**config.mk**
```make
export PLATFORM = sky130hd
export DESIGN_NAME = pld
export DESIGN_NICKNAME = d
export VERILOG_FILES = /design/src/verilog/pldPkg.sv /design/src/verilog/hostBus.sv /design/src/verilog/pld.sv /design/src/verilog/regFile.sv /design/src/verilog/wiegandRx.sv /design/src/verilog/wiegandTx.sv
export SDC_FILE = /design/constraint.sdc
export NUM_CORES = 1
export LEC_CHECK = 0
export BUFFER_PORTS_ARGS = -buffer_cell sky130_fd_sc_hd__buf_4
export CORE_UTILIZATION = 55
export DETAILED_ROUTE_END_ITERATION = 10
export PLACE_DENSITY = 0.75
export SYNTH_ARGS = -nofsm -noshare
export SYNTH_HDL_FRONTEND = slang
export SYNTH_SLANG_ARGS = --single-unit
```
**constraint.sdc**
```tcl
create_clock -name clk -period 4 [get_ports clk]
set_input_delay 0.2 -clock clk [delete_from_list [all_inputs] [get_ports clk]]
set_output_delay 0.2 -clock clk [all_outputs]
set_load 0.01 [all_outputs]
```
**src/verilog/pldPkg.sv**
```systemverilog
package pldPkg;

	// host bus widths
	localparam int DATA_W = 8;
	// word address, taken from addr[8:2]
	localparam int ADDR_W = 7;

	// wiegand frame geometry
	localparam int FRAME_W = 26;
	localparam int FRAME_BYTES = (FRAME_W + DATA_W - 1) / DATA_W;
	localparam int NUM_TX = 3;
	localparam int GPIO_W = 4;

	// pulse timing in clk cycles
	localparam int PULSE_CYC = 4;
	localparam int GAP_CYC = 12;
	// quiet time that closes a received frame
	localparam int RX_IDLE_CYC = 40;

	// flops in every input synchronizer
	localparam int SYNC_STAGES = 2;

	// counter widths, sized for the longest count
	localparam int CYC_W = $clog2(RX_IDLE_CYC + 1);
	localparam int BIT_W = $clog2(FRAME_W + 1);

	// configure register layout
	localparam int TX_PEND_LSB = 3;
	localparam int LOCK_BIT = 6;
	localparam int RX_BIT = 7;

	// register map, frame0..3 are tx channel 0 on write and rx frame on read
	typedef enum logic [ADDR_W-1:0] {
		CFG = 7'd0,
		FRAME0 = 7'd1,
		FRAME1 = 7'd2,
		FRAME2 = 7'd3,
		FRAME3 = 7'd4,
		CH1_FRAME0 = 7'd5,
		CH1_FRAME1 = 7'd6,
		CH1_FRAME2 = 7'd7,
		CH1_FRAME3 = 7'd8,
		CH2_FRAME0 = 7'd9,
		CH2_FRAME1 = 7'd10,
		CH2_FRAME2 = 7'd11,
		CH2_FRAME3 = 7'd12,
		GPIO = 7'd13
	} regAddr_e;

	typedef logic [FRAME_W-1:0] frame_t;
	typedef logic [CYC_W-1:0] cycCnt_t;
	typedef logic [BIT_W-1:0] bitCnt_t;

	// one-cycle write strobe from the bus front end
	typedef struct packed {
		logic valid;
		regAddr_e addr;
		logic [DATA_W-1:0] data;
	} busWrite_t;

	// both lines idle high
	typedef struct packed {
		logic d1;
		logic d0;
	} wiegand_t;

	typedef enum logic [1:0] {TX_IDLE, TX_PULSE, TX_GAP} txState_e;
	typedef enum logic {RX_IDLE, RX_RECV} rxState_e;

endpackage

```
**src/verilog/hostBus.sv**
```systemverilog
module hostBus (
	input logic clk,
	input logic cfg_rst,
	input logic chipSel,
	input logic nOE,
	input logic nWE,
	input logic [pldPkg::ADDR_W-1:0] addr,
	input logic [pldPkg::DATA_W-1:0] dataIn,
	output pldPkg::busWrite_t busWrite,
	output pldPkg::regAddr_e readAddr,
	output logic readEn
);

	// synchronizer chains, last stage is the clean copy
	logic [pldPkg::SYNC_STAGES-1:0] csSync;
	logic [pldPkg::SYNC_STAGES-1:0] oeSync;
	logic [pldPkg::SYNC_STAGES-1:0] weSync;
	logic [pldPkg::SYNC_STAGES-1:0][pldPkg::ADDR_W-1:0] addrSync;
	// previous synced write enable, for edge detect
	logic weLast;
	logic weFall;

	always_ff @(posedge clk)
	begin
		if (!cfg_rst)
		begin
			// strobes start out inactive
			csSync <= '0;
			oeSync <= '1;
			weSync <= '1;
			weLast <= 1'b1;
		end
		else
		begin
			csSync <= {csSync[pldPkg::SYNC_STAGES-2:0], chipSel};
			oeSync <= {oeSync[pldPkg::SYNC_STAGES-2:0], nOE};
			weSync <= {weSync[pldPkg::SYNC_STAGES-2:0], nWE};
			weLast <= weSync[pldPkg::SYNC_STAGES-1];
		end
	end

	// address only feeds the read mux
	always_ff @(posedge clk)
	begin
		addrSync <= {addrSync[pldPkg::SYNC_STAGES-2:0], addr};
	end

	// first cycle of nWE low inside the chip select window
	assign weFall = csSync[pldPkg::SYNC_STAGES-1] && !weSync[pldPkg::SYNC_STAGES-1] && weLast;

	always_ff @(posedge clk)
	begin
		if (!cfg_rst)
			busWrite.valid <= 1'b0;
		else
			busWrite.valid <= weFall;
		// host holds addr and data stable across the write cycle
		if (weFall)
		begin
			busWrite.addr <= pldPkg::regAddr_e'(addr);
			busWrite.data <= dataIn;
		end
	end

	// read side, reloaded every cycle while selected
	assign readEn = csSync[pldPkg::SYNC_STAGES-1] && !oeSync[pldPkg::SYNC_STAGES-1];
	assign readAddr = pldPkg::regAddr_e'(addrSync[pldPkg::SYNC_STAGES-1]);

endmodule

```
**src/verilog/pld.sv**
```systemverilog
module pld (
	input logic clk,
	input logic cfg_rst,
	input logic [5:0] nGCS,
	input logic nOE,
	input logic nWE,
	input logic [pldPkg::ADDR_W-1:0] addr,
	input logic [pldPkg::DATA_W-1:0] dataIn,
	input pldPkg::wiegand_t wil,
	input logic lock,
	output logic [pldPkg::DATA_W-1:0] dataOut,
	output logic dataDrive,
	output logic eint11,
	output pldPkg::wiegand_t [pldPkg::NUM_TX-1:0] wil_out,
	output logic [pldPkg::GPIO_W-1:0] GPIO
);

	pldPkg::busWrite_t busWrite;
	pldPkg::regAddr_e readAddr;
	logic readEn;
	logic [pldPkg::NUM_TX-1:0] txStart;
	logic [pldPkg::NUM_TX-1:0] txDone;
	pldPkg::frame_t [pldPkg::NUM_TX-1:0] txFrame;
	pldPkg::frame_t rxFrame;
	logic rxDone;

	// pad buffer enable straight from the raw pins
	assign dataDrive = !nGCS[3] && !nOE;

	// bank 3 holds the register window
	hostBus busInst (
		.clk(clk),
		.cfg_rst(cfg_rst),
		.chipSel(!nGCS[3]),
		.nOE(nOE),
		.nWE(nWE),
		.addr(addr),
		.dataIn(dataIn),
		.busWrite(busWrite),
		.readAddr(readAddr),
		.readEn(readEn)
	);

	regFile regInst (
		.clk(clk),
		.cfg_rst(cfg_rst),
		.busWrite(busWrite),
		.readAddr(readAddr),
		.readEn(readEn),
		.txDone(txDone),
		.rxDone(rxDone),
		.rxFrame(rxFrame),
		.lock(lock),
		.txStart(txStart),
		.txFrame(txFrame),
		.gpio(GPIO),
		.readData(dataOut),
		.eint11(eint11)
	);

	// one serializer per output port
	for (genvar ch = 0; ch < pldPkg::NUM_TX; ch++)
	begin : genTx
		wiegandTx txInst (
			.clk(clk),
			.cfg_rst(cfg_rst),
			.start(txStart[ch]),
			.frame(txFrame[ch]),
			.wiegand(wil_out[ch]),
			.done(txDone[ch])
		);
	end

	wiegandRx rxInst (
		.clk(clk),
		.cfg_rst(cfg_rst),
		.wiegand(wil),
		.frame(rxFrame),
		.done(rxDone)
	);

endmodule

```
**src/verilog/regFile.sv**
```systemverilog
module regFile (
	input logic clk,
	input logic cfg_rst,
	input pldPkg::busWrite_t busWrite,
	input pldPkg::regAddr_e readAddr,
	input logic readEn,
	input logic [pldPkg::NUM_TX-1:0] txDone,
	input logic rxDone,
	input pldPkg::frame_t rxFrame,
	input logic lock,
	output logic [pldPkg::NUM_TX-1:0] txStart,
	output pldPkg::frame_t [pldPkg::NUM_TX-1:0] txFrame,
	output logic [pldPkg::GPIO_W-1:0] gpio,
	output logic [pldPkg::DATA_W-1:0] readData,
	output logic eint11
);

	// configure: enables [2:0], tx pending [5:3], lock pending 6, rx pending 7
	logic [pldPkg::DATA_W-1:0] cfgReg;
	logic [pldPkg::DATA_W-1:0] cfgNext;
	pldPkg::frame_t rxLatch;
	logic [pldPkg::SYNC_STAGES-1:0] lockSync;
	logic cfgWr;
	logic gpioWr;
	logic [pldPkg::NUM_TX-1:0] frameWr;
	int frameByte;
	logic [pldPkg::DATA_W-1:0] readNext;
	logic [pldPkg::FRAME_BYTES*pldPkg::DATA_W-1:0] rxWide;

	// replace one byte of a frame, top byte is only partly used
	function automatic pldPkg::frame_t putByte(
		pldPkg::frame_t cur,
		int idx,
		logic [pldPkg::DATA_W-1:0] val
	);
		logic [pldPkg::FRAME_BYTES*pldPkg::DATA_W-1:0] wide;
		wide = '0;
		wide[pldPkg::FRAME_W-1:0] = cur;
		wide[idx*pldPkg::DATA_W +: pldPkg::DATA_W] = val;
		return wide[pldPkg::FRAME_W-1:0];
	endfunction

	assign cfgWr = busWrite.valid && (busWrite.addr == pldPkg::CFG);
	assign gpioWr = busWrite.valid && (busWrite.addr == pldPkg::GPIO);

	// frame bytes 1..12, four per channel
	always_comb
	begin
		int frameOff;
		logic inRange;
		frameOff = int'(busWrite.addr) - int'(pldPkg::FRAME0);
		inRange = busWrite.valid && (busWrite.addr >= pldPkg::FRAME0)
			&& (busWrite.addr <= pldPkg::CH2_FRAME3);
		frameByte = frameOff % pldPkg::FRAME_BYTES;
		for (int ch = 0; ch < pldPkg::NUM_TX; ch++)
			frameWr[ch] = inRange && (frameOff / pldPkg::FRAME_BYTES == ch);
	end

	// host write first, hardware events override it
	always_comb
	begin
		cfgNext = cfgReg;
		if (cfgWr)
			cfgNext = busWrite.data;
		for (int ch = 0; ch < pldPkg::NUM_TX; ch++)
		begin
			if (txDone[ch])
			begin
				// frame sent, drop enable and flag it
				cfgNext[ch] = 1'b0;
				cfgNext[pldPkg::TX_PEND_LSB + ch] = 1'b1;
			end
		end
		// level sensitive, stays set while lock is held low
		if (!lockSync[pldPkg::SYNC_STAGES-1])
			cfgNext[pldPkg::LOCK_BIT] = 1'b1;
		if (rxDone)
			cfgNext[pldPkg::RX_BIT] = 1'b1;
	end

	always_ff @(posedge clk)
	begin
		if (!cfg_rst)
		begin
			cfgReg <= '0;
			txStart <= '0;
			lockSync <= '1;
			eint11 <= 1'b1;
		end
		else
		begin
			cfgReg <= cfgNext;
			// start only on a 0 to 1 write of an enable bit
			for (int ch = 0; ch < pldPkg::NUM_TX; ch++)
				txStart[ch] <= cfgWr && busWrite.data[ch] && !cfgReg[ch];
			lockSync <= {lockSync[pldPkg::SYNC_STAGES-2:0], lock};
			// any pending bit pulls the interrupt low
			eint11 <= !(|cfgReg[pldPkg::DATA_W-1:pldPkg::TX_PEND_LSB]);
		end
	end

	always_ff @(posedge clk)
	begin
		if (!cfg_rst)
		begin
			txFrame <= '0;
			gpio <= '0;
			rxLatch <= '0;
		end
		else
		begin
			for (int ch = 0; ch < pldPkg::NUM_TX; ch++)
				if (frameWr[ch])
					txFrame[ch] <= putByte(txFrame[ch], frameByte, busWrite.data);
			if (gpioWr)
				gpio <= busWrite.data[pldPkg::GPIO_W-1:0];
			if (rxDone)
				rxLatch <= rxFrame;
		end
	end

	// readback mux
	always_comb
	begin
		rxWide = '0;
		rxWide[pldPkg::FRAME_W-1:0] = rxLatch;
		case (readAddr)
			pldPkg::CFG:
				readNext = cfgReg;
			pldPkg::FRAME0, pldPkg::FRAME1, pldPkg::FRAME2, pldPkg::FRAME3:
				readNext = rxWide[(int'(readAddr) - int'(pldPkg::FRAME0)) * pldPkg::DATA_W
					+: pldPkg::DATA_W];
			pldPkg::GPIO:
				readNext = {{(pldPkg::DATA_W - pldPkg::GPIO_W){1'b0}}, gpio};
			// tx frames are write only, rest unmapped
			default:
				readNext = '0;
		endcase
	end

	always_ff @(posedge clk)
	begin
		if (!cfg_rst)
			readData <= '0;
		else if (readEn)
			readData <= readNext;
	end

endmodule

```
**src/verilog/wiegandRx.sv**
```systemverilog
module wiegandRx (
	input logic clk,
	input logic cfg_rst,
	input pldPkg::wiegand_t wiegand,
	output pldPkg::frame_t frame,
	output logic done
);

	logic [pldPkg::SYNC_STAGES-1:0] d0Sync;
	logic [pldPkg::SYNC_STAGES-1:0] d1Sync;
	// synced lines from the previous cycle
	pldPkg::wiegand_t lineLast;
	logic fall0;
	logic fall1;
	logic anyFall;
	pldPkg::rxState_e state;
	pldPkg::bitCnt_t bitCnt;
	pldPkg::cycCnt_t idleCnt;
	pldPkg::frame_t shiftReg;

	always_ff @(posedge clk)
	begin
		if (!cfg_rst)
		begin
			// lines idle high
			d0Sync <= '1;
			d1Sync <= '1;
			lineLast <= '1;
		end
		else
		begin
			d0Sync <= {d0Sync[pldPkg::SYNC_STAGES-2:0], wiegand.d0};
			d1Sync <= {d1Sync[pldPkg::SYNC_STAGES-2:0], wiegand.d1};
			lineLast.d0 <= d0Sync[pldPkg::SYNC_STAGES-1];
			lineLast.d1 <= d1Sync[pldPkg::SYNC_STAGES-1];
		end
	end

	// falling edge on either line marks one bit
	assign fall0 = lineLast.d0 && !d0Sync[pldPkg::SYNC_STAGES-1];
	assign fall1 = lineLast.d1 && !d1Sync[pldPkg::SYNC_STAGES-1];
	assign anyFall = fall0 || fall1;

	// d1 wins if both fall together
	always_ff @(posedge clk)
	begin
		if (anyFall)
			shiftReg <= {shiftReg[pldPkg::FRAME_W-2:0], fall1};
	end

	// first bit in ends up as bit 25
	assign frame = shiftReg;

	always_ff @(posedge clk)
	begin
		if (!cfg_rst)
		begin
			state <= pldPkg::RX_IDLE;
			bitCnt <= '0;
			idleCnt <= '0;
			done <= 1'b0;
		end
		else
		begin
			done <= 1'b0;
			case (state)
				pldPkg::RX_IDLE:
				begin
					if (anyFall)
					begin
						bitCnt <= pldPkg::bitCnt_t'(1);
						idleCnt <= '0;
						state <= pldPkg::RX_RECV;
					end
				end
				pldPkg::RX_RECV:
				begin
					if (anyFall)
					begin
						// saturate so long bursts never wrap back to 26
						if (bitCnt != '1)
							bitCnt <= bitCnt + 1'b1;
						idleCnt <= '0;
					end
					else if (idleCnt == pldPkg::cycCnt_t'(pldPkg::RX_IDLE_CYC - 1))
					begin
						// quiet long enough, keep only full frames
						done <= (bitCnt == pldPkg::bitCnt_t'(pldPkg::FRAME_W));
						state <= pldPkg::RX_IDLE;
					end
					else
						idleCnt <= idleCnt + 1'b1;
				end
				default:
					state <= pldPkg::RX_IDLE;
			endcase
		end
	end

endmodule

```
**src/verilog/wiegandTx.sv**
```systemverilog
module wiegandTx (
	input logic clk,
	input logic cfg_rst,
	input logic start,
	input pldPkg::frame_t frame,
	output pldPkg::wiegand_t wiegand,
	output logic done
);

	pldPkg::txState_e state;
	// bits still to send after the current one
	pldPkg::bitCnt_t bitCnt;
	// cycles left in the current pulse or gap
	pldPkg::cycCnt_t cycCnt;
	pldPkg::frame_t shiftReg;
	logic nextBit;

	// msb leaves first, next bit sits one below after the shift
	assign nextBit = shiftReg[pldPkg::FRAME_W-2];

	always_ff @(posedge clk)
	begin
		if (!cfg_rst)
		begin
			state <= pldPkg::TX_IDLE;
			bitCnt <= '0;
			cycCnt <= '0;
			wiegand <= '1;
			done <= 1'b0;
		end
		else
		begin
			done <= 1'b0;
			case (state)
				pldPkg::TX_IDLE:
				begin
					if (start)
					begin
						// 0 pulses d0, 1 pulses d1
						wiegand.d0 <= frame[pldPkg::FRAME_W-1];
						wiegand.d1 <= !frame[pldPkg::FRAME_W-1];
						bitCnt <= pldPkg::bitCnt_t'(pldPkg::FRAME_W - 1);
						cycCnt <= pldPkg::cycCnt_t'(pldPkg::PULSE_CYC - 1);
						state <= pldPkg::TX_PULSE;
					end
				end
				pldPkg::TX_PULSE:
				begin
					if (cycCnt == '0)
					begin
						wiegand <= '1;
						cycCnt <= pldPkg::cycCnt_t'(pldPkg::GAP_CYC - 1);
						state <= pldPkg::TX_GAP;
					end
					else
						cycCnt <= cycCnt - 1'b1;
				end
				pldPkg::TX_GAP:
				begin
					if (cycCnt != '0)
						cycCnt <= cycCnt - 1'b1;
					else if (bitCnt == '0)
					begin
						// last gap over, frame complete
						done <= 1'b1;
						state <= pldPkg::TX_IDLE;
					end
					else
					begin
						wiegand.d0 <= nextBit;
						wiegand.d1 <= !nextBit;
						bitCnt <= bitCnt - 1'b1;
						cycCnt <= pldPkg::cycCnt_t'(pldPkg::PULSE_CYC - 1);
						state <= pldPkg::TX_PULSE;
					end
				end
				default:
					state <= pldPkg::TX_IDLE;
			endcase
		end
		// frame shifter, a start while busy is ignored
		if (state == pldPkg::TX_IDLE && start)
			shiftReg <= frame;
		else if (state == pldPkg::TX_GAP && cycCnt == '0 && bitCnt != '0)
			shiftReg <= shiftReg << 1;
	end

endmodule
```
==> impl_metrics.tcl <==
set metrics [dict create \
    dpl.hpwl_mm 19.0 \
    grt_pass1_wl_mm 47.4 \
    wirelength_mm 29.0 \
    io_buffers 42 \
    timing.final.crit_share 0.958 \
    powerDensity_nw_per_um2 462 \
    r2r_slack_ps 170 \
    drive_above_1_share 0.183 \
    cp_common_cell "ha_1" \
    hp-class "input pin to flip-flop" \
    worstHoldStart "cfg_rst" \
    area_growth_pct 16.3 \
    fin_crit_ps 3830 \
    dieHeight_um 163 \
    synthCells 1255 \
    antenna_found_initial 0 \
    die_x_um 163 \
    wl_per_cell_um 17.1 \
    antenna_cells 0 \
    firstDrtPassIters 4 \
    worstSetupEndpointType "flip-flop" \
    synth-edff-count 116 \
    insertion_delay_ps 520 \
    grt_pass1_vias 9347 \
    slowest_stage "edfxtp_1" \
    synth_flop_cell "dfxtp_1" \
    cp.buffers_inverters 3 \
    finalMaxSlewViolations 0 \
    slowest_delay_ps 440 \
    syn_nets 1330 \
    tightest_slew_ps 887 \
    gp_congestion 0.826 \
    setup_viol 0 \
    synth_warnings 0 \
    layout_commonest_cell "dfxtp_1" \
    via_per_inst 5.59 \
    core_area_um2 25300 \
    cp-start-kind "flip-flop" \
    clock-skew-final_ps 26.3 \
    start_util 0.563 \
    syn_area_um2 14300 \
    grtUsageTotal 0.224 \
    hold_depth 2 \
    grt_max_degree 62 \
    peakVddDrop_uv 405 \
    yosysSeqAreaShare 0.552 \
    nNetsFinal 1416 \
    num_vias 9490 \
    r2r-end "regInst.txFrame[51]$_SDFFE_PN0P_" \
    first_iter_violations 523 \
    max_slew_margin 0.408 \
    ys_types 71 \
    htreeDepth 2 \
    root_buffer "clkbuf_16" \
    clockBufferDepth 3 \
    cts_buffers 36 \
    fill_cells 1868 \
    reg2reg_from "busInst.busWrite[9]$_DFFE_PP_" \
    cp_cell_sequence "inv_2 -> ha_1 -> or3b_4 -> or3_1 -> a21oi_2 -> o211ai_1 -> or2_2 -> ha_1 -> nor4b_1 -> o21ai_1 -> a2111oi_4 -> clkbuf_16 -> buf_12 -> nand4_1 -> and2b_2 -> mux2i_1" \
    r2r_cells 16 \
    status "finished clean" \
    fmax_mhz 261 \
    avgSynthCellArea_um2 11.4 \
    max_cap_viol_count 0 \
    crit_fanout 6 \
    globalRouteOverflowTotal 0 \
    yosys.area.top_type "dfxtp_1" \
    placed_cells 1602 \
    tns_ps 0 \
    drt.antenna.violating_nets 0 \
    ios 48 \
    worstPathRequired_ps 4440 \
    drc 0 \
    hold_ws_ps 234 \
    power_leakage_nw 6.67 \
    cp.arrival_ps 4270 \
    layout_common_cells "219 x dfxtp_1, 136 x nand2_1, 124 x mux2i_1, 116 x edfxtp_1, 96 x nor2_1" \
    place_ws_ps 43.3 \
    cts_tree "built" \
    clk_pin_slew_ps 60 \
    final-instance-count-excl-fill 1699 \
    rows 58 \
    dieArea_um2 26600 \
    worstHoldEndpoint "genTx[1].txInst.wiegand[1]$_SDFFE_PN1P_" \
    cpLargestDelayFamily "simple AND/OR/NAND/NOR gates" \
    cts_sinks 335 \
    hold_viol 0 \
    synth_area_leaders "dfxtp_1 31%, edfxtp_1 24%, mux2i_1 8.7%" \
    path_class "flip-flop to flip-flop" \
    async_flop_share 0 \
    synth-seq-cells 335 \
    setup_ws_ps 167 \
    netlist.area_leader.share 0.307 \
]
power breakdown:
part | internal [mW] | total [mW] | switching [mW]
Sequential | 3.60 | 3.66 | 0.0666
Combinational | 0.219 | 0.595 | 0.376
Clock | 2.08 | 3.41 | 1.33
kinds of logic after synthesis:
kind of cell,synth area share
flops,0.552
xor+xnor,0.0147
compound gates,0.0690
buf+inv,0.0311
fa+ha+maj,0.0412
simple gates,0.143
mux,0.149
layer usage:
metal	routed length, um	track usage
met2	13900	0.374
met4	589	0.0641
met3	1360	0.0356
met5	0	0
met1	13100	0.301
registers in the layout, indices dropped and copies added, names as in the netlist, 15 cells and up:
name,flops
genTx.txInst.cycCnt,18
busInst.busWrite,16
genTx.txInst.bitCnt,15
regInst.rxLatch,26
regInst.txFrame,78
genTx.txInst.shiftReg,75
rxInst.frame,26
through the flow:
| stage | power [mW] | cell area [um2] | utilization |
|---|---|---|---|
| 2_1_floorplan | 4.15 | 14300 | - |
| 3_3_place_gp | 4.30 | 15000 | 0.591 |
| 3_5_place_dp | 4.32 | 15000 | 0.591 |
| 4_1_cts | 7.72 | 16400 | 0.649 |
| 5_1_grt | 7.95 | 16600 | 0.655 |
| 6_report | 7.67 | 16600 | 0.655 |
worst max-delay path by stage:
stage                                             endpoint  cells past startpoint  slack [ps]                          start
final                     regInst.txFrame[51]$_SDFFE_PN0P_                     16         170  busInst.busWrite[9]$_DFFE_PP_
after global routing      regInst.txFrame[34]$_SDFFE_PN0P_                     17          -7  busInst.busWrite[9]$_DFFE_PP_
after CTS                 regInst.txFrame[51]$_SDFFE_PN0P_                     15          30  busInst.busWrite[9]$_DFFE_PP_
after detailed placement  regInst.txFrame[51]$_SDFFE_PN0P_                     15          40  busInst.busWrite[9]$_DFFE_PP_
after global placement    regInst.txFrame[50]$_SDFFE_PN0P_                     15         220  busInst.busWrite[9]$_DFFE_PP_
after floorplan           regInst.txFrame[68]$_SDFFE_PN0P_                     15         120  busInst.busWrite[8]$_DFFE_PP_
synthesized netlist by cell type, types with 6 or more instances:
| library cell | count |
|---|---|
| a211oi_1 | 8 |
| a21oi_1 | 43 |
| and2_1 | 8 |
| and3_1 | 10 |
| buf_1 | 9 |
| clkbuf_1 | 40 |
| dfxtp_1 | 219 |
| edfxtp_1 | 116 |
| ha_1 | 47 |
| inv_1 | 46 |
| mux2_2 | 75 |
| mux2i_1 | 124 |
| nand2_1 | 136 |
| nand2b_1 | 20 |
| nand3_1 | 13 |
| nand3b_1 | 6 |
| nand4_1 | 10 |
| nand4_4 | 6 |
| nor2_1 | 96 |
| nor3_1 | 28 |
| nor3b_1 | 8 |
| nor4_1 | 17 |
| o211ai_1 | 8 |
| o21a_1 | 8 |
| o21ai_0 | 35 |
| xnor2_1 | 13 |
| xor2_1 | 11 |
cell type report:
cell class              instances  area (um2)  area share
inverters                      49         184      0.0111
clock inverters                18         208      0.0125
flip-flops and latches        335        7870       0.474
repair buffers                103         863      0.0520
clock buffers                  48        1030      0.0620
well taps                     330         413      0.0249
multi-input cells             816        6030       0.363
repair_timing:
item,4_1_cts,5_1_grt
endpoints found under the hold margin,28,0
hold buffers,21,0
setup buffers,0,10
gates resized for setup,0,17
endpoints found under the setup margin,0,78
Note: power is estimated with default switching activity, not from simulation.
